==> src/hw/tlb_geom_pkg.sv <==
/*
  dtlb geometry
  Sizes of the data TLB and the widths of the fields held in each entry.
  The set index is the low set_bits of the virtual page number, and the
  stored tag is the full page number.
*/
package tlb_geom_pkg;

  // organisation
  localparam int num_ways  = 4;
  localparam int num_sets  = 16;
  localparam int set_bits  = 4;
  localparam int way_bits  = 2;
  localparam int num_ports = 2;

  // entry fields
  localparam int vpn_bits  = 20;
  localparam int ppn_bits  = 16;
  localparam int asid_bits = 8;
  localparam int perm_bits = 3;

  // one age per way, 0 is most recently used
  localparam int age_bits  = 2;

  // cycles spent clearing sets after reset
  localparam int sweep_len = 16;

endpackage

==> src/hw/tlb_way.sv <==
/*
  tlb_way
  One way of the data TLB. Holds an entry per set and runs the hit rule
  for every lookup port and for the write probe: valid entry, equal page
  number, and equal asid unless the entry is global.
*/
`timescale 1ns/1ps

module tlb_way (
  input  logic clk,
  input  logic rst,
  input  logic [tlb_geom_pkg::num_ports-1:0][tlb_geom_pkg::vpn_bits-1:0]  lk_vpn,
  input  logic [tlb_geom_pkg::asid_bits-1:0]                               lk_asid,
  output logic [tlb_geom_pkg::num_ports-1:0]                               lk_hit,
  output logic [tlb_geom_pkg::num_ports-1:0][tlb_geom_pkg::ppn_bits-1:0]  lk_ppn,
  output logic [tlb_geom_pkg::num_ports-1:0][tlb_geom_pkg::perm_bits-1:0] lk_perm,
  input  logic [tlb_geom_pkg::vpn_bits-1:0]                                probe_vpn,
  input  logic [tlb_geom_pkg::asid_bits-1:0]                               probe_asid,
  output logic                                                             probe_hit,
  input  logic                                                             wen,
  input  logic                                                             clear,
  input  logic [tlb_geom_pkg::set_bits-1:0]                                widx,
  input  logic [tlb_geom_pkg::vpn_bits-1:0]                                wvpn,
  input  logic [tlb_geom_pkg::asid_bits-1:0]                               wasid,
  input  logic [tlb_geom_pkg::ppn_bits-1:0]                                wppn,
  input  logic [tlb_geom_pkg::perm_bits-1:0]                               wperm,
  input  logic                                                             wglobal
);
  import tlb_geom_pkg::*;

  logic [num_sets-1:0]  vld;
  logic [num_sets-1:0]  glob;
  logic [vpn_bits-1:0]  tag  [num_sets];
  logic [asid_bits-1:0] asid [num_sets];
  logic [ppn_bits-1:0]  ppn  [num_sets];
  logic [perm_bits-1:0] perm [num_sets];

  function automatic logic match(input logic [vpn_bits-1:0]  vpn,
                                 input logic [asid_bits-1:0] id);
    logic [set_bits-1:0] idx;
    idx = vpn[set_bits-1:0];
    return vld[idx] && (tag[idx] == vpn) && ((asid[idx] == id) || glob[idx]);
  endfunction

  always_comb begin
    for (int p = 0; p < num_ports; p++) begin
      lk_hit[p]  = match(lk_vpn[p], lk_asid);
      lk_ppn[p]  = ppn[lk_vpn[p][set_bits-1:0]];
      lk_perm[p] = perm[lk_vpn[p][set_bits-1:0]];
    end
    probe_hit = match(probe_vpn, probe_asid);
  end

  always_ff @(posedge clk) begin
    if (rst) begin
      vld <= '0;
    end else if (wen) begin
      vld[widx] <= !clear;
    end
  end

  // a clear only drops valid, the fields stay as they were
  always_ff @(posedge clk) begin
    if (wen && !clear) begin
      tag[widx]  <= wvpn;
      asid[widx] <= wasid;
      glob[widx] <= wglobal;
      ppn[widx]  <= wppn;
      perm[widx] <= wperm;
    end
  end

endmodule
==> config.mk <==
export PLATFORM = sky130hd
export DESIGN_NAME = tlb_way
export DESIGN_NICKNAME = d
export VERILOG_FILES = /design/src/hw/tlb_geom_pkg.sv /design/src/hw/tlb_way.sv
export SDC_FILE = /design/constraint.sdc
export NUM_CORES = 1
export LEC_CHECK = 0
export ABC_CLOCK_PERIOD_IN_PS = 5000
export BUFFER_PORTS_ARGS = -buffer_cell sky130_fd_sc_hd__buf_2
export CORE_ASPECT_RATIO = 1.1
export CORE_MARGIN = 4
export CORE_UTILIZATION = 40
export DETAILED_ROUTE_END_ITERATION = 10
export PLACE_DENSITY = 0.63
export SYNTH_ARGS = -nofsm -noshare
export SYNTH_HDL_FRONTEND = slang
export SYNTH_SLANG_ARGS = --single-unit
==> constraint.sdc <==
create_clock -name clk -period 5 [get_ports clk]
set_input_delay 0.75 -clock clk [delete_from_list [all_inputs] [get_ports clk]]
set_output_delay 0.75 -clock clk [all_outputs]
set_load 0.005 [all_outputs]
=== Word level (Yosys, flattened, before mapping) ===
Memory sizes are Yosys's and may differ from the RTL's.
Index checks and enable logic that the tools add are counted.

* Bits in latches: 0
* Memories kept: 4
* Bits in read-only memories: 0
* Input bits: 132
* Memory bits (writable): 752
* Word-level logic and storage cells: 47
* Bits in registers: 32

{| class="wikitable"
|+ Memory list
! memory !! words !! width !! rd ports !! clocked after Yosys merged registers in !! wr ports !! line !! source
|-
| tag || 16 || 20 || 3 || 0 || 1 || tlb_way.sv:33 || <nowiki>logic [vpn_bits-1:0] tag [num_sets];</nowiki>
|-
| ppn || 16 || 16 || 2 || 0 || 1 || tlb_way.sv:35 || <nowiki>logic [ppn_bits-1:0] ppn [num_sets];</nowiki>
|-
| asid || 16 || 8 || 3 || 0 || 1 || tlb_way.sv:34 || <nowiki>logic [asid_bits-1:0] asid [num_sets];</nowiki>
|-
| perm || 16 || 3 || 2 || 0 || 1 || tlb_way.sv:36 || <nowiki>logic [perm_bits-1:0] perm [num_sets];</nowiki>
|}

* Shift-type cells: 0
* Equal/unequal tests: 6
* Bitwise logic cells: 0
* Add/sub/neg operators: 0
* $mul: 0
* $lt $le $gt $ge: 5
* Divide/modulo/power cells: 0
* Muxes and demuxes: 18
* Reduce and logical (&&, ||, !) cells: 12

{| class="wikitable"
|+ Operators by type and width
! kind !! number
|-
| equality test 20 bit || 3
|-
| bitwise mux 16 bit || 2
|-
| binary-select mux 1 bit (select 4 bit) || 6
|-
| equality test 8 bit || 3
|-
| < comparator 4 x 5 -> 1 bit (second input constant) || 4
|-
| two-way mux 1 bit || 9
|-
| logical AND 1 bit || 8
|-
| demux 1 bit (select 4 bit) || 1
|-
| greater-or-equal comparator 4 x 1 -> 1 bit (second input constant) || 1
|-
| logical OR 1 bit || 3
|-
| zero test 1 bit || 1
|}

=== Longest topological paths before layout ===
* Depth in word-level cells: 5
* Depth in mapped cells: 12
* Gate-level depth less buffers: 7

=== Worst setup path after synthesis ===
Ideal clock, no wire load.

* Path kind: input-to-output
* From: input probe_vpn[1] in the netlist's numbering
* To: output probe_hit
* Path slack: 1.197 ns
* Data required time: 4.250 ns
* Data arrival time: 3.053 ns
* Cell stages on the path: 10
* Path buffers: 4
* Cell sequence: buf_6 -> buf_2 -> buf_2 -> clkbuf_1 -> mux4_2 -> mux2_2 -> a21oi_1 -> xor2_1 -> nand4_1 -> nor4_2

* Longest elaborated chain between the ends: 4
* Elaborated cells on any way between the ends: 11

{| class="wikitable"
|+ Ends and longest elaborated chain
! element !! line !! source
|-
| from (decl) || tlb_way.sv:17 || <nowiki>input logic [tlb_geom_pkg::vpn_bits-1:0] probe_vpn,</nowiki>
|-
| memory read (16 x 20 bit), or another cell as far along || - ||
|-
| equality test 20 bit, or another cell as far along || tlb_way.sv:42 || <nowiki>return vld[idx] && (tag[idx] == vpn) && ((asid[idx] == id) || glob[idx]);</nowiki>
|-
| logical AND 1 bit or logical OR 1 bit (tied branches) || tlb_way.sv:42 ||
|-
| logical AND 1 bit * || tlb_way.sv:42 ||
|-
| to (decl) || tlb_way.sv:19 || <nowiki>output logic probe_hit,</nowiki>
|}

Every way passes the cells marked *; elsewhere a longest branch is shown, timed or not. The select of a mux whose other input is x is not followed.

=== Final worst setup path ===
* From: input probe_vpn[0] in the netlist's numbering
* To: output probe_hit

Same word-level chain as after synthesis.

==> flow_metrics.env <==
export IMPL_postSynth_asyncResetShare=0
export IMPL_viasPerCell=6.536
export IMPL_synth_edf_count=768
export IMPL_status="finished, final reports clean"
export IMPL_synthFlopType="edfxtp_1"
export IMPL_ys_seq_area_frac=0.5786
export IMPL_grt_setup_unrepaired="false"
export IMPL_multi_input_area_sq_um=16260
export IMPL_postCtsSetupRepairBufs=0
export IMPL_power_mw=14.92
export IMPL_vias=23890
export IMPL_power_density_nw_per_um2=324.0
export IMPL_rows=122
export IMPL_regArea_sq_um=23380
export IMPL_die_h_um=341.4
export IMPL_numCtsBuffers=85
export IMPL_p_seq_frac=0.492
export IMPL_final_core_util=0.4585
export IMPL_swShare=0.2327
export IMPL_drv_slew=0
export IMPL_drive_above_1_share=0.4195
export IMPL_synthMostInstantiatedCell="edfxtp_1"
export IMPL_p_clk_frac=0.401
export IMPL_synth_commonest_cells="edfxtp_1, mux4_2, mux2i_1, buf_2"
export IMPL_drt_total_wl_um=124800
export IMPL_drtIter0Drc=3120
export IMPL_grtUsageMet1=0.3085
export IMPL_stdcell_count=3655
export IMPL_cp_max_fo=45
export IMPL_critPathArrivalTime_ns=4.15
export IMPL_min_path_type="input port to register"
export IMPL_yosys_warnings=0
export IMPL_synth_avg_cell_area_sq_um=19.66
export IMPL_period_needed_ns=4.904
export IMPL_dpl_hpwl_um=80430
export IMPL_dp_cells=3488
export IMPL_postSynthCellCount=2055
export IMPL_met3_usage=0.05281
export IMPL_hold_buffers=0
export IMPL_grt_pass1_vias=24640
export IMPL_criticalPathCategory="input port to output port"
export IMPL_pwr_share_comb=0.107
export IMPL_grt_use_met2=0.3814
export IMPL_synth_fp_nets=2187
export IMPL_finalWeightedCongestion=0.9370
export IMPL_num_fill_cells=8456
export IMPL_ys_seq_elements=784
export IMPL_drc_errors=0
export IMPL_firstDrtPassIters=7
export IMPL_synth_cell_types=60
export IMPL_fp_dieArea_sq_um=106200
export IMPL_start_util=0.4023
export IMPL_peakVddDrop_mv=0.2876
export IMPL_grt_max_degree=69
export IMPL_clkLatencyLatePin_ns=0.64
export IMPL_max_freq_mhz=203.9
export IMPL_cts_root_buf="clkbuf_16"
export IMPL_die_w_um=311.1
export IMPL_cts_tree="yes"
export IMPL_relSlewSlack=0.1723
export IMPL_netlist_area_sq_um=40410
export IMPL_ant_nets=0
export IMPL_cts_clk_slew_worst_paths_ns=0.06
export IMPL_coreArea_sq_um=100400
export IMPL_max_cap_violations=0
export IMPL_numPortBuffers=172
export IMPL_skew_ns=0
export IMPL_synth_area_leaders="edfxtp_1, mux4_2, mux2i_1"
export IMPL_worst_pin_slew_ns=1.239
export IMPL_critPathRequiredTime_ns=4.25
export IMPL_cts_sink_count=784
export IMPL_pin_count=173
export IMPL_grt_usage=0.2325
export IMPL_grt_first_pass_wirelength_um=178600
export IMPL_finalSetupViolations=0
export IMPL_tns_ns=0
export IMPL_intPower_mw=11.45
export IMPL_ctsHtreeMaxLevel=3
export IMPL_endpoint_kind="output port"
export IMPL_post_synth_top_area_cell="edfxtp_1"
export IMPL_wl_per_cell_um=34.14
export IMPL_worstSetupStartpointType="input port"
export IMPL_grt_busiest_layer="met2"
export IMPL_fin_crit_sh=0.9808
export IMPL_power_switching_mw=3.472
export IMPL_p_leak_nw=14.77
export IMPL_hold_viol_final=0
export IMPL_nets=2405
export IMPL_cts_buffer_depth=3
export IMPL_syn_to_final_growth_pct=13.96
export IMPL_synth_top_area_frac=0.5707
export IMPL_antenna_found_initial=27
export IMPL_cts_repair_resized=1
export IMPL_overflow=0
[through the flow]
step / worst slack (ns) / instance area [sq um] / hold WS (ns)
after global routing: 0.005926 / 46020 / 0.4634
after global placement: 0.01123 / 43400 / 0.5196
after floorplan: 1.197 / 40410 / 0.4846
after detailed placement: -0.004520 / 43400 / 0.5231
after CTS: 0.1583 / 46010 / 0.4406
final: 0.09597 / 46050 / 0.4782
[worst paths after layout]
kind	slack, ns	endpoint	cells past startpoint	startpoint
min reg2reg	0.55	vld[0]$_SDFFE_PP0P_	2	vld[0]$_SDFFE_PP0P_
min	0.48	tag[3][6]$_DFFE_PP_	1	wvpn[6]
max reg2reg	4.15	vld[14]$_SDFFE_PP0P_	2	vld[14]$_SDFFE_PP0P_
max	0.1	probe_hit	11	probe_vpn[0]
[cells by family (layout without fill, tap and decap cells)]
logic type             after synthesis  count (layout)  synth area share
flip-flops                         784             784            0.5786
multiplexers                       681             681            0.3346
AND/OR/NAND/NOR                    185             185           0.02205
buffers and inverters              178             459           0.02214
AO/OA/AOI/OAI                      133             133           0.02217
XOR/XNOR                            94              94           0.02037
other                                0              17                 0
[cells in the final DEF (no fill, tap or decap), types with 20 or more instances in the layout]
master and n:
edfxtp_1 768, buf_4 97, clkbuf_16 86, nor3_1 20, a21oi_1 39, xor2_1 39
xnor2_1 55, mux2_2 20, buf_2 163, nor2_1 39, nand2_1 44, mux4_2 534
clkbuf_1 24, mux2i_1 127, buf_12 22
[cell type report]
type,instances,area share
antenna,17,0.0009237
clock inverter,37,0.006955
timing repair buffer,287,0.04458
clock buffer,113,0.04958
sequential,784,0.5077
multi-input combinational,1093,0.3530
tap,1302,0.03537
inverter,22,0.001820
[power by group through the flow]
stage	Combinational, mW	Clock [mW]	Sequential [mW]
after detailed placement	1.61	0	7.48
after CTS	1.61	6.09	7.34
after global placement	1.59	0	7.47
after global routing	1.69	6.35	7.34
after floorplan	1.01	0	7.46
final	1.60	5.98	7.34
[worst max-delay path: stages]
cell	delay [ns]
buf_6	0.52
buf_4	0.29
mux4_2	0.54
nor2_1	0.16
o21bai_1	0.13
a311o_1	0.16
o2111ai_1	0.13
or4_1	0.58
nor4_2	0.54
buf_4	0.21
buf_2	0.10
[registers in the layout, indices dropped and copies added (netlist names)]
signal  flops
glob       16
perm       48
asid      128
ppn       256
tag       320
vld        16
[per-layer routing]
metal	part of all wire	routed length (um)	up-vias
li1	-	-	9406
met1	0.38	46990	12680
met2	0.48	60190	1493
met3	0.098	12290	301
met4	0.042	5226	14
met5	0.00083	103	-
Power figures use the tool's default switching activity.
