## config.mk

```make
export PLATFORM = sky130hd
export DESIGN_NAME = tlb_fill_ctrl
export DESIGN_NICKNAME = d
export VERILOG_FILES = /design/src/hw/tlb_ctrl_pkg.sv /design/src/hw/tlb_geom_pkg.sv /design/src/hw/tlb_fill_ctrl.sv
export SDC_FILE = /design/constraint.sdc
export NUM_CORES = 1
export LEC_CHECK = 0
export BUFFER_PORTS_ARGS = -buffer_cell sky130_fd_sc_hd__buf_2
export CAP_MARGIN = 30
export CORE_AREA = 2 2 39 41
export CTS_BUF_LIST = sky130_fd_sc_hd__clkbuf_16
export DETAILED_ROUTE_END_ITERATION = 7
export DIE_AREA = 0 0 41 43
export PLACE_DENSITY = 0.77
export SYNTH_ARGS = -nofsm -noshare
export SYNTH_HDL_FRONTEND = slang
export SYNTH_SLANG_ARGS = --single-unit
```

## constraint.sdc

```tcl
create_clock -name clk -period 1.55 [get_ports clk]
set_clock_uncertainty 0.15 [all_clocks]
set_input_delay 0.2325 -clock clk [delete_from_list [all_inputs] [get_ports clk]]
set_output_delay 0.2325 -clock clk [all_outputs]
set_load 0.02 [all_outputs]
```

## src/hw/tlb_ctrl_pkg.sv

```systemverilog
/*
  dtlb control encodings
  Write port opcodes and the states of the reset sweep machine.
*/
package tlb_ctrl_pkg;

  // write port request kind
  typedef enum logic {
    op_fill,
    op_inval
  } tlb_op_e;

  // clearing all sets, then normal operation
  typedef enum logic {
    st_sweep,
    st_run
  } sweep_state_e;

endpackage

```

## src/hw/tlb_geom_pkg.sv

```systemverilog
/*
  dtlb geometry
  Sizes of the data TLB and the widths of the fields held in each entry.
  The set index is the low set_bits of the virtual page number, and the
  stored tag is the full page number.
*/
package tlb_geom_pkg;

  // organisation
  localparam int num_ways  = 4;
  localparam int num_sets  = 16;
  localparam int set_bits  = 4;
  localparam int way_bits  = 2;
  localparam int num_ports = 2;

  // entry fields
  localparam int vpn_bits  = 20;
  localparam int ppn_bits  = 16;
  localparam int asid_bits = 8;
  localparam int perm_bits = 3;

  // one age per way, 0 is most recently used
  localparam int age_bits  = 2;

  // cycles spent clearing sets after reset
  localparam int sweep_len = 16;

endpackage

```

## src/hw/tlb_fill_ctrl.sv

```systemverilog
/*
  tlb_fill_ctrl
  Runs the reset sweep over all sets, then serves the write port. A fill
  rewrites the way that already holds the page, or else the LRU victim.
  An invalidate clears only the way that holds the page.
*/
`timescale 1ns/1ps

module tlb_fill_ctrl (
  input  logic                              clk,
  input  logic                              rst,
  input  logic                              wr_valid,
  output logic                              wr_ready,
  input  tlb_ctrl_pkg::tlb_op_e             wr_op,
  input  logic [tlb_geom_pkg::vpn_bits-1:0] wr_vpn,
  input  logic [tlb_geom_pkg::num_ways-1:0] probe_hit,
  input  logic [tlb_geom_pkg::way_bits-1:0] victim_way,
  output logic [tlb_geom_pkg::num_ways-1:0] way_wen,
  output logic [tlb_geom_pkg::set_bits-1:0] widx,
  output logic                              clear,
  output logic                              sweeping,
  output logic                              fill_touch,
  output logic [tlb_geom_pkg::way_bits-1:0] fill_way
);
  import tlb_geom_pkg::*;
  import tlb_ctrl_pkg::*;

  sweep_state_e        state;
  logic [set_bits-1:0] sweep_cnt;
  logic                accept;
  logic                probe_any;
  logic [way_bits-1:0] probe_way;

  always_ff @(posedge clk) begin
    if (rst) begin
      state     <= st_sweep;
      sweep_cnt <= '0;
    end else if (state == st_sweep) begin
      sweep_cnt <= sweep_cnt + 1'b1;
      if (sweep_cnt == set_bits'(sweep_len - 1)) begin
        state <= st_run;
      end
    end
  end

  assign sweeping = (state == st_sweep);
  assign wr_ready = (state == st_run);
  assign accept   = wr_valid && wr_ready;

  // at most one way holds a given page
  always_comb begin
    probe_any = |probe_hit;
    probe_way = '0;
    for (int w = 0; w < num_ways; w++) begin
      if (probe_hit[w]) begin
        probe_way = way_bits'(w);
      end
    end
  end

  always_comb begin
    way_wen    = '0;
    widx       = wr_vpn[set_bits-1:0];
    clear      = 1'b0;
    fill_touch = 1'b0;
    fill_way   = probe_any ? probe_way : victim_way;
    if (sweeping) begin
      way_wen = '1;
      widx    = sweep_cnt;
      clear   = 1'b1;
    end else if (accept && wr_op == op_fill) begin
      fill_touch = 1'b1;
      if (probe_any) begin
        way_wen = probe_hit;
      end else begin
        way_wen[victim_way] = 1'b1;
      end
    end else if (accept) begin
      // invalidate miss leaves way_wen at zero
      way_wen = probe_hit;
      clear   = 1'b1;
    end
  end

endmodule

```

Word level (Yosys, flattened, before mapping)
Index checks and enable logic that the tools add are counted.
- flip-flop bits (word level): 5
- bits in latches: 0
- RAM bits: 0
- ROM bits: 0
- input bits: 30
- output and inout port bits: 14
- word-level logic and storage cells: 30
- memories: 0
- add/subtract/negate cells: 1
- multipliers: 0
- divide/modulo/power cells: 0
- order comparisons: 2
- eq/ne operators: 1
- shift-type cells: 0
- multiplexer cells: 18
- bitwise gates (word level): 2
- reduce and logical (&&, ||, !) cells: 4
- operators with widths (cell ; count):
    $mux 4 ; 5
    $mux 1 ; 9
    $mux 2 ; 3
    $add 4x1->4 const B ; 1
    $eq 4x4->1 const B ; 1
    $reduce_or 4->1 ; 1
    $logic_and 1x1->1 ; 3
    $lt 2x3->1 const B ; 1
    $demux 1 s2 ; 1
    $ge 2x1->1 const B ; 1
    $not 1->1 ; 2

Longest topological paths before layout
- depth after elaboration: 7
- depth in mapped cells: 4
- depth with buffers taken out: 4

Worst setup path after synthesis
OpenSTA, ideal clock, no wires.
- kind: reg2out
- start point: register state (netlist: wr_ready)
- end point: output widx[0] in the netlist's numbering
- arrival: 1.157 ns
- required time: 1.167 ns
- slack: 0.010 ns
- stages on the path, launching flop included: 3
- buffers on the path: 1
- cells stage by stage: dfxtp_1 buf_4 mux2_2
- word-level cells in the longest chain between the ends: 1
- ends and longest elaborated chain (item ; line ; RTL):
    start: declaration ; tlb_fill_ctrl.sv:28 ; sweep_state_e state;
    start signal: assignment ; tlb_fill_ctrl.sv:36 ; state <= st_sweep;
    start signal: assignment ; tlb_fill_ctrl.sv:41 ; state <= st_run;
    $mux 4 ; tlb_fill_ctrl.sv:67 ; if (sweeping) begin
    end: declaration ; tlb_fill_ctrl.sv:19 ; output logic [tlb_geom_pkg::set_bits-1:0] widx,
Every way passes these cells.

Final worst setup path
- start point: input probe_hit[0] in the netlist's numbering
- end point: output way_wen[0] in the netlist's numbering
- word-level cells in the longest chain between the ends: 4
- elaborated cells on any way between the ends: 5
- those cells by class: 4 x mux; 1 x reduce/logical
- ends and longest elaborated chain (item ; line ; RTL):
    start: declaration ; tlb_fill_ctrl.sv:16 ; input logic [tlb_geom_pkg::num_ways-1:0] probe_hit,
    $reduce_or 4->1 ; tlb_fill_ctrl.sv:52 ; probe_any = |probe_hit;
    $mux 4 ; tlb_fill_ctrl.sv:73 ; if (probe_any) begin
    $mux 4 * ; tlb_fill_ctrl.sv:71 ; end else if (accept && wr_op == op_fill) begin
    $mux 4 * ; tlb_fill_ctrl.sv:67 ;
    end: declaration ; tlb_fill_ctrl.sv:18 ; output logic [tlb_geom_pkg::num_ways-1:0] way_wen,
Every way passes the cells marked *; elsewhere a longest branch is shown, timed or not.

==> flow_metrics.tcl <==
set metrics [dict create \
    run_status "finished with violations" \
    violations "negative setup slack" \
    floorplan.initialDensity 0.2975 \
    power_w 0.0006619 \
    drive_gt1_frac 0.5556 \
    maxClockFrequency_mhz 642.1 \
    finalHoldWorstSlack_ns 0.08295 \
    seq_area_sq_um 101.3 \
    mappedNetlistNets 76 \
    power.sequential.fraction 0.217 \
    switchingPower_w 0.0001437 \
    power.static_leakage_nw 0.3315 \
    total_wire_length_after_detailed_routing_um 1025 \
    vias 465 \
    holdCritPathClass "in2reg" \
    drt_pass1_iterations 1 \
    post_drt_wl_per_cell_um 10.57 \
    layout_worst_path_cycle_share 1.005 \
    setup.worst_path.class "in2out" \
    layoutNonFillerInstCount 97 \
    unrepaired_setup_endpoints_after_global_routing "true" \
    num-nets-final 113 \
    power.share.combinational 0.149 \
    core.rowCount 14 \
    count_of_state_elements_after_synthesis 5 \
    dp_slack_ns -0.07151 \
    netlist_cell_types 21 \
    worstPathMaxFanout 2 \
    boundaryPins 44 \
    grt_antenna_before_repair 0 \
    cts_inserted_buffers 3 \
    critical-path-slowest-cell "sky130_fd_sc_hd__nor4_4" \
    drt_iter0_drc 0 \
    synthesis.area_per_instance_sq_um 9.148 \
    cts_sinks 5 \
    detail_route.vias_per_cell 4.794 \
    seq_total_area_yosys 0.2432 \
    timing.critical_path.arrival_ns 1.17 \
    clock_tree_from_tritoncts "done" \
    floorplan.die_area_sq_um 1763 \
    power.clock.fraction 0.633 \
    clock-root-buffer "sky130_fd_sc_hd__clkbuf_16" \
    place.detailed.instances 93 \
    fin_ws_ns -0.007433 \
    yosys_warns 0 \
    multi_input_comb_area_sq_um 292.8 \
    path_cells "buf_8 -> nor4_4 -> nand2_2 -> o311ai_4 -> buf_6" \
    worstSetupEndpointType "output port" \
    worst_skew_pair.late_latency_ns 0.23 \
    global_route_wire_length_before_repair_um 1704 \
    synth_cells 45 \
    p_int_w 0.0005182 \
    core_region_area_sq_um 1384 \
    crit_path_start_kind "input port" \
    timing_hold_violations_final 0 \
    globalplace.congestion 0.7961 \
    n_antenna_cell 0 \
    fin_setup_tns_ns -0.007433 \
    drt_drc 0 \
    route.antenna.remaining_nets 0 \
    clk_pin_slew_ns 0.03 \
    max_buffers_root_to_sink 2 \
    setup_viol 1 \
    n_fill_cell 141 \
    slew_headroom 0.8332 \
    numPortBuffers 27 \
    overflow 0 \
    area_delta_synth_final_pct 74.47 \
    vdd_ir_drop_max_mv 0.3460 \
    first_global_vias 463 \
    dieWidth_um 41 \
    largest_net_degree_at_the_start_of_global_routing 9 \
    final_number_of_max_transition_violations 0 \
    power.switching_fraction 0.2171 \
    htreeDepth 1 \
    drv.max_cap_violation_count 0 \
    grt_util_all_layers 0.1443 \
    dp.final_hpwl_um 858.7 \
    cpPeakStageDelay_ns 0.30 \
    final.min_clock_period_ns 1.557 \
    timing.critical_path.required_ns 1.17 \
    die_height_um 43 \
    power_per_cell_area_nw_per_um2 921.6 \
    synthesis.area_sq_um 411.6 \
    tightestPinTransition_ns 0.2483 \
    cts_hold_fix_bufs 0 \
]
==> power groups by stage <==
stage,combinational [W],clock (W),sequential (W)
5_1_grt,0.000111,0.000440,0.000145
2_1_floorplan,0.0000460,0,0.000144
4_1_cts,0.0000993,0.000427,0.000144
3_3_place_gp,0.0000935,0,0.000145
6_report,0.0000989,0.000419,0.000144
3_5_place_dp,0.0000959,0,0.000146
==> flip-flops by register name (all words and copies together) (netlist names) <==
| register | cells |
|---|---|
| sweep_cnt | 4 |
| wr_ready | 1 |
==> Yosys cell counts <==
cell type	count	area, sq um
sky130_fd_sc_hd__o21bai_1	1	7.510
sky130_fd_sc_hd__nor2_1	5	18.77
sky130_fd_sc_hd__xor2_1	2	17.52
sky130_fd_sc_hd__mux2i_1	1	10.01
sky130_fd_sc_hd__nor4_4	1	21.27
sky130_fd_sc_hd__mux2_2	4	45.04
sky130_fd_sc_hd__o31ai_1	1	7.510
sky130_fd_sc_hd__a21oi_1	2	10.01
sky130_fd_sc_hd__inv_1	3	11.26
sky130_fd_sc_hd__xnor2_1	1	8.760
sky130_fd_sc_hd__nand2_1	6	22.52
sky130_fd_sc_hd__nand3_1	2	10.01
sky130_fd_sc_hd__dfxtp_1	5	100.1
sky130_fd_sc_hd__nor2b_1	2	12.51
sky130_fd_sc_hd__o311ai_4	2	52.55
sky130_fd_sc_hd__o211ai_1	2	15.01
sky130_fd_sc_hd__buf_4	1	7.510
sky130_fd_sc_hd__nand2_2	1	6.260
sky130_fd_sc_hd__ha_1	1	12.51
sky130_fd_sc_hd__and2_1	1	6.260
sky130_fd_sc_hd__nand4b_1	1	8.760
==> through the flow <==
stage                       util  area (sq um)
after floorplan                -         411.6
after global placement    0.4367         604.3
after detailed placement  0.4367         604.3
after CTS                 0.5127         709.4
after global routing      0.5190         718.2
final                     0.5190         718.2
==> worst paths after layout <==
kind,startpoint,slack [ns],cells past startpoint,end
worst min register to register,sweep_cnt[3]$_SDFFE_PP0N_,0.35,2,wr_ready$_SDFF_PP0_
worst min-delay path,rst,0.08,2,wr_ready$_SDFF_PP0_
worst max-delay path,probe_hit[0],-0.007,5,way_wen[0]
worst max register to register,sweep_cnt[0]$_SDFFE_PP0N_,0.39,4,sweep_cnt[2]$_SDFFE_PP0N_
==> final cells by class <==
cell class	count	area share
multi-input combinational	36	0.4077
timing repair buffer	33	0.2979
sequential	5	0.1411
clock buffer	3	0.1045
tap	16	0.02787
inverter	3	0.01568
clock inverter	1	0.005226
==> layout by cell type (no fill, tap or decap), drive strengths merged, types with 3 or more instances in the layout <==
master and count:
buf 33, nand2 7, mux2 4, nor2 5
dfxtp 5, clkbuf 3, inv 4
==> layer usage <==
layer / wire [um] / vias up / part of all wire / track usage
met5: 0 / - / 0 / 0
met4: 44 / 0 / 0.043 / 0.1333
met3: 114 / 7 / 0.11 / 0.02094
met2: 494 / 26 / 0.48 / 0.2313
met1: 371 / 199 / 0.36 / 0.1470
li1: - / 233 / - / -
==> critical path, delay by kind of cell <==
kind / cells / cell delay (ns)
and+or+nand+nor: 2 / 0.44
buffers and inverters: 2 / 0.26
AOI/OAI and AO/OA: 1 / 0.25
==> logic make-up after synthesis <==
group | after synthesis | synth area share
adder cells (fa/ha/maj) | 1 | 0.03039
buffers and inverters | 4 | 0.04560
AND/OR/NAND/NOR | 19 | 0.2584
multiplexers | 5 | 0.1337
XOR/XNOR | 3 | 0.06384
flip-flops | 5 | 0.2432
AO/OA/AOI/OAI | 8 | 0.2249
==> what timing repair did <==
action                                 4_1_cts  5_1_grt
endpoints found under the hold margin        0        0
buffers inserted                             0        0
resized for setup                            8        3
gates cloned                                 0        0
pin swaps                                    2        2
setup endpoints to repair                    8        4
No activity file was read; power rests on OpenSTA's default activity.
