`src/hw/tlb_geom_pkg.sv`:
```
/*
  dtlb geometry
  Sizes of the data TLB and the widths of the fields held in each entry.
  The set index is the low set_bits of the virtual page number, and the
  stored tag is the full page number.
*/
package tlb_geom_pkg;

  // organisation
  localparam int num_ways  = 4;
  localparam int num_sets  = 16;
  localparam int set_bits  = 4;
  localparam int way_bits  = 2;
  localparam int num_ports = 2;

  // entry fields
  localparam int vpn_bits  = 20;
  localparam int ppn_bits  = 16;
  localparam int asid_bits = 8;
  localparam int perm_bits = 3;

  // one age per way, 0 is most recently used
  localparam int age_bits  = 2;

  // cycles spent clearing sets after reset
  localparam int sweep_len = 16;

endpackage

```
`src/hw/tlb_lru.sv`:
```
/*
  tlb_lru
  Per-set ages for the four ways. A touched way goes to age 0 and every
  way younger than it ages by one. The way at the oldest age is the
  victim for the next fill of that set.
*/
`timescale 1ns/1ps

module tlb_lru (
  input  logic                              clk,
  input  logic                              rst,
  input  logic                              sweeping,
  input  logic [tlb_geom_pkg::set_bits-1:0] sweep_idx,
  input  logic                              lk_touch,
  input  logic [tlb_geom_pkg::set_bits-1:0] lk_set,
  input  logic [tlb_geom_pkg::way_bits-1:0] lk_way,
  input  logic                              fill_touch,
  input  logic [tlb_geom_pkg::set_bits-1:0] fill_set,
  input  logic [tlb_geom_pkg::way_bits-1:0] fill_way,
  input  logic [tlb_geom_pkg::set_bits-1:0] victim_set,
  output logic [tlb_geom_pkg::way_bits-1:0] victim_way
);
  import tlb_geom_pkg::*;

  logic [age_bits-1:0] age [num_sets][num_ways];
  logic                touch;
  logic [set_bits-1:0] t_set;
  logic [way_bits-1:0] t_way;
  logic [age_bits-1:0] t_age;

  // fill wins, a same-cycle port 0 hit is dropped
  assign touch = !rst && (fill_touch || lk_touch);
  assign t_set = fill_touch ? fill_set : lk_set;
  assign t_way = fill_touch ? fill_way : lk_way;
  assign t_age = age[t_set][t_way];

  always_ff @(posedge clk) begin
    if (sweeping) begin
      // seed way k with age k
      for (int k = 0; k < num_ways; k++) begin
        age[sweep_idx][k] <= age_bits'(k);
      end
    end else if (touch) begin
      for (int k = 0; k < num_ways; k++) begin
        if (way_bits'(k) == t_way) begin
          age[t_set][k] <= '0;
        end else if (age[t_set][k] < t_age) begin
          age[t_set][k] <= age[t_set][k] + 1'b1;
        end
      end
    end
  end

  always_comb begin
    victim_way = '0;
    for (int k = 0; k < num_ways; k++) begin
      if (age[victim_set][k] == age_bits'(num_ways - 1)) begin
        victim_way = way_bits'(k);
      end
    end
  end

endmodule

```
`config.mk`:
```
export PLATFORM = sky130hd
export DESIGN_NAME = tlb_lru
export DESIGN_NICKNAME = d
export VERILOG_FILES = /design/src/hw/tlb_geom_pkg.sv /design/src/hw/tlb_lru.sv
export SDC_FILE = /design/constraint.sdc
export NUM_CORES = 1
export LEC_CHECK = 0
export ABC_CLOCK_PERIOD_IN_PS = 9150
export BUFFER_PORTS_ARGS = -buffer_cell sky130_fd_sc_hd__buf_2
export CAP_MARGIN = 20
export CORE_MARGIN = 5
export CORE_UTILIZATION = 50
export CTS_BUF_LIST = sky130_fd_sc_hd__clkbuf_8
export CTS_CLUSTER_SIZE = 30
export DETAILED_ROUTE_END_ITERATION = 7
export GPL_ROUTABILITY_DRIVEN = 0
export PLACE_DENSITY_LB_ADDON = 0.2
export SETUP_SLACK_MARGIN = 0.05
export SYNTH_ARGS = -nofsm -noshare
export SYNTH_HDL_FRONTEND = slang
export SYNTH_SLANG_ARGS = --single-unit
```
`constraint.sdc`:
```
create_clock -name clk -period 9.15 [get_ports clk]
set_input_delay 0.4575 -clock clk [delete_from_list [all_inputs] [get_ports clk]]
set_output_delay 0.4575 -clock clk [all_outputs]
set_load 0.02 [all_outputs]
```
**Word level (Yosys, flattened, before mapping)**

Memory sizes are Yosys's and may differ from the RTL's.
Index checks and enable logic that the tools add are counted.

- Input bits: 25
- RAM bits: 128
- Output and inout bits: 2
- Memories kept: 1
- Flip-flop bits (word level): 0

- Bitwise operators: 5
- Add/subtract/negate cells: 4
- Mux-type cells: 53
- Reduce and logical (&&, ||, !) cells: 5
- Equal/unequal tests: 6
- Order comparisons: 5

Memory list:

| memory | depth | width | read ports | clocked after Yosys merged registers in | wr ports | line | source |
|---|---|---|---|---|---|---|---|
| age | 16 | 8 | 2 | 0 | 1 | tlb_lru.sv:25 | `logic [age_bits-1:0] age [num_sets][num_ways];` |

Operators by type and width:

| cell | number |
|---|---|
| 2-to-1 mux 1 bit | 39 |
| 2-to-1 mux 2 bit | 9 |
| 2-to-1 mux 4 bit | 3 |
| adder 2 x 1 -> 2 bit (second input constant) | 4 |
| < comparator 2 bit | 4 |
| 2-to-1 mux 8 bit | 1 |
| OR reduction 8 bit | 1 |
| == test 2 bit (second input constant) | 3 |
| binary-select mux 2 bit (select 2 bit) | 1 |
| == test 2 bit (first input constant) | 2 |
| bitwise OR 1 bit | 4 |
| >= comparator 3 bit (second input constant) | 1 |
| inverter 2 -> 3 bit | 1 |
| == test 1 x 2 -> 1 bit (first input constant) | 1 |
| logical NOT 2 bit | 1 |
| logical AND 1 bit | 1 |
| logical NOT 1 bit | 1 |
| logical OR 1 bit | 1 |

**Logic depth before layout (Yosys ltp)**

- Depth after elaboration: 14
- Depth in mapped cells: 17

**Worst setup path after synthesis**

OpenSTA, ideal clock, no wires.

- Path kind: input port to flip-flop
- From: input fill_touch
- To: memory age[0][1] in the netlist's numbering (data pin)
- Setup slack: 4518 ps
- Buffers on the path: 3
- Setup time: 419 ps
- Stages: 12
- Arrival time: 4213 ps
- Path through: mux2i_4 > buf_6 > buf_4 > buf_4 > mux4_2 > a22oi_1 > nand2_1 > a21oi_1 > a22o_1 > ha_1 > a21boi_0 > o311ai_0

- Longest elaborated chain between the ends: 14
- Elaborated cells on any way between the ends: 61
- Classes of those cells: add/sub: 1; order compare: 4; eq/ne: 3; mux: 43; bitwise: 5; reduce/logical: 4; memory: 1

Ends and longest elaborated chain:

| item | line | source |
|---|---|---|
| from (decl) | tlb_lru.sv:17 | `input logic fill_touch,` |
| 2-to-1 mux 4 bit / 2-to-1 mux 2 bit (equally long branches) | tlb_lru.sv:33, tlb_lru.sv:34 |  |
| memory read (16 x 8 bit) / inverter 2 -> 3 bit (equally long branches) | -- |  |
| binary-select mux 2 bit (select 2 bit) | tlb_lru.sv:35 | `assign t_age = age[t_set][t_way];` |
| 2-to-1 mux 2 bit (not written as such) (2 in a row) | tlb_lru.sv:35 |  |
| < comparator 2 bit | tlb_lru.sv:47 | `end else if (age[t_set][k] < t_age) begin` |
| 2-to-1 mux 1 bit | tlb_lru.sv:47 |  |
| 2-to-1 mux 1 bit | tlb_lru.sv:45 | `if (way_bits'(k) == t_way) begin` |
| 2-to-1 mux 1 bit | tlb_lru.sv:43 | `end else if (touch) begin` |
| 2-to-1 mux 1 bit | tlb_lru.sv:38 | `if (sweeping) begin` |
| 2-to-1 mux 1 bit (not written as such) | tlb_lru.sv:48 | `age[t_set][k] <= age[t_set][k] + 1'b1;` |
| bitwise OR 1 bit (no source line) | -- |  |
| OR reduction 8 bit (no source line) | -- |  |
| 2-to-1 mux 8 bit (no source line) (*) | -- |  |
| to (decl) | tlb_lru.sv:25 |  |

Every way passes the cells marked *; elsewhere a longest branch is shown, timed or not. The select of a mux whose other input is x is not followed.

**Worst setup path in the final report**

- From: input fill_touch
- To: memory age[5][4] in the netlist's numbering, enable pin

- Longest elaborated chain between the ends: 14
- Elaborated cells on any way between the ends: 60
- Classes of those cells: order compare: 4; eq/ne: 3; mux: 43; bitwise: 5; reduce/logical: 4; memory: 1

Ends and longest elaborated chain:

| item | line |
|---|---|
| 2-to-1 mux 4 bit / 2-to-1 mux 2 bit (equally long branches) | tlb_lru.sv:33, tlb_lru.sv:34 |
| memory read (16 x 8 bit) / inverter 2 -> 3 bit (equally long branches) | -- |
| binary-select mux 2 bit (select 2 bit) | tlb_lru.sv:35 |
| 2-to-1 mux 2 bit (not written as such) (2 in a row) | tlb_lru.sv:35 |
| < comparator 2 bit | tlb_lru.sv:47 |
| 2-to-1 mux 1 bit | tlb_lru.sv:47 |
| 2-to-1 mux 1 bit | tlb_lru.sv:45 |
| 2-to-1 mux 1 bit | tlb_lru.sv:43 |
| 2-to-1 mux 1 bit | tlb_lru.sv:38 |
| 2-to-1 mux 1 bit (not written as such) | tlb_lru.sv:48 |
| bitwise OR 1 bit (no source line) | -- |
| OR reduction 8 bit (no source line) | -- |
| 2-to-1 mux 4 bit (no source line) | -- |

Several ways; a longest one is shown, not always the timed one. The select of a mux whose other input is x is not followed.

==> flow_summary.ini <==
[run_status]
status = finished, final reports clean

[synth]
syn_avg_cell_area_um2 = 13.1
syn_area_mm2 = 0.00640
yosys-top-cells-area = edfxtp_1 60%, mux4_2 12%, nand2_1 4.3%, nor2_1 3.6%, nand3_1 2.3%
synth.most_common_cell = edfxtp_1
synth-edff-count = 128
synth-seq-cells = 128
ys_top_cells_by_count = 128 x edfxtp_1, 74 x nand2_1, 62 x nor2_1
ys_seq_area_share_pct = 60.0
synth_cell_types = 45
synth_top_area_share_pct = 60.0
syn_nets = 517
synthFlopType = edfxtp_1
synth_cells = 488
yosys_warnings = 0
ys_async_sr_fraction_pct = 0
synth_top_cell_by_area = edfxtp_1

[final_layout]
nets = 546
largest-register = age
reg_top3 = age x128
postLayoutCellArea_mm2 = 0.00714
largest_reg_flops = 128
finish.utilization_pct = 56.8
nFillCells = 981
seq_area_mm2 = 0.00384
areaGrowthSynthToFinish_pct = 11.6
multi_input_area_mm2 = 0.00242
drive_above_1_share_pct = 20.0
antenna_cells = 0

[clock_network]
postCtsResizedCells = 0
clkSlewWorstSetupHoldPaths_ns = 0.07
clock_sinks = 128
cts_setup_buffers = 0
cts_made_buffers = 17
cts.htree.levels = 4
clockBufferDepth = 2
cts_tree = built
clock_latency_ns = 0.43
clockRootBuffer = clkbuf_8
hold_buffers = 0

[worst_setup_path]
arrival_ns = 4.63
critPathRequiredTime_ns = 9.26
crit-reg2reg-capture = age[5][4]$_DFFE_PP_
r2r_cells = 12
startpoint_type = input pin
path_max_fanout = 19
crit_start = fill_touch
cp-end-kind = flop
reg2reg_setup_slack_ns = 5.72
path_class = input pin to flop
regToRegStartpoint = age[12][7]$_DFFE_PP_

[power_and_ir_drop]
peakVddDrop_mv = 0.110
p_per_area_mw_per_mm2 = 199
leakage_nw = 2.38

[sta]
setup_viol = 0
period_share_pct = 49.4
final-hold-violation-count = 0
fmax_ghz = 0.221
fin_crit_ns = 4.52
tightest_slew_ns = 0.832
finClkSkew_ns = 0.0110
drv_slew = 0
slew_headroom_pct = 44.5
rsz0062_at_grt = no
fin_tns_setup_ns = 0

[die]
fp.dieH_um = 123
die_w_um = 123
initial_core_util_pct = 50.9
fp.coreArea_mm2 = 0.0126
rows = 41
io_pins = 27
die_area_mm2 = 0.0152

[place]
hpwl_mm = 10.6
portBuffers = 26
place_area_mm2 = 0.00668

[global_routing]
use_met3_pct = 4.53
grt_max_degree = 43
grt.busiest_layer = met2
track_usage_pct = 21.8
antenna_found_initial = 0
grt_use_met1_pct = 31.9
grt_pass1_vias = 4170
use_met2_pct = 32.6
grt_pass1_wl_mm = 23.7
grt.overflow.total = 0

[routing]
routed_wl_mm = 15.7
dr.first_iter.drc_count = 621
drc = 0
ant_nets = 0
wl_per_cell_um = 22.4
firstDrtPassIters = 5
vias = 4326
vias_per_cell = 6.17

[worst_hold_path]
hp-class = input pin to flop
hold_path_end = age[13][0]$_DFFE_PP_
whs_path_depth = 3
worstHoldStart = sweeping

[job]
max-cap-violations = 0
## area by class of cell
cell class	instances	share of cell area (%)
Tap cell	172	3.01
Inverter	1	0.0526
Sequential cell	128	53.8
Timing Repair Buffer	36	2.87
Multi-Input combinational cell	333	33.8
Clock inverter	14	3.12
Clock buffer	17	3.28
## power by group
part,internal [mW],switching (mW)
Combinational,0.0678,0.123
Sequential,0.664,0.00467
Clock,0.346,0.212
## per-stage QoR
stage / std cells / setup WS (ns) / power [mW] / hold WS, ns
floorplan: 488 / 4.52 / 0.817 / 0.781
detailed placement: 670 / 4.23 / 0.870 / 1.09
global route: 701 / 4.31 / 1.47 / 0.658
finish: 701 / 4.63 / 1.42 / 0.664
global placement: 669 / 4.36 / 0.866 / 1.08
CTS: 701 / 4.67 / 1.42 / 0.628
## how the worst max path moves through the flow
stage          depth (start not counted)              endpoint  slack, ns
2_1_floorplan                         12   age[0][1]$_DFFE_PP_       4.52
3_3_place_gp                          12  age[10][5]$_DFFE_PP_       4.36
3_5_place_dp                          15   age[6][5]$_DFFE_PP_       4.23
4_1_cts                               15   age[5][4]$_DFFE_PP_       4.67
5_1_grt                               15   age[5][4]$_DFFE_PP_       4.31
6_report                              15   age[5][4]$_DFFE_PP_       4.63
## metal layers
layer | wire [um] | share of wire [%]
met1 | 6600 | 42
met2 | 7130 | 45
met3 | 1540 | 9.8
met4 | 419 | 2.7
met5 | 0 | 0
## layout by cell type, fill, tap and decap left out, types with 6 or more instances in the layout
cell / count
clkbuf_8: 17
bufinv_16: 6
buf_4: 10
o21ai_0: 28
edfxtp_1: 128
o211ai_1: 13
buf_2: 26
mux2i_1: 6
nor2_1: 62
nand4_1: 8
mux4_2: 33
a21oi_1: 25
nand3_1: 29
nand2_1: 74
## cell families after synthesis
| group | synth area share, % |
|---|---|
| AO/OA/AOI/OAI | 8.87 |
| XOR/XNOR | 0.137 |
| adder cells (fa/ha/maj) | 0.782 |
| buffers and inverters | 2.35 |
| flip-flops | 60.0 |
| multiplexers | 14.7 |
| AND/OR/NAND/NOR | 13.1 |
## critical path: stages
cell and delay (ns):
buf_2 0.28, mux2i_4 0.69, buf_4 0.41, mux4_2 0.24
and2_1 0.13, a211oi_1 0.05, a31oi_1 0.39, nand2_1 0.10
a22o_1 0.26, ha_1 0.23, a21oi_1 0.20, nand2_1 0.10
nor2_1 0.12, nand3_1 0.52, a21oi_1 0.46
Power figures use the tool's default switching activity.
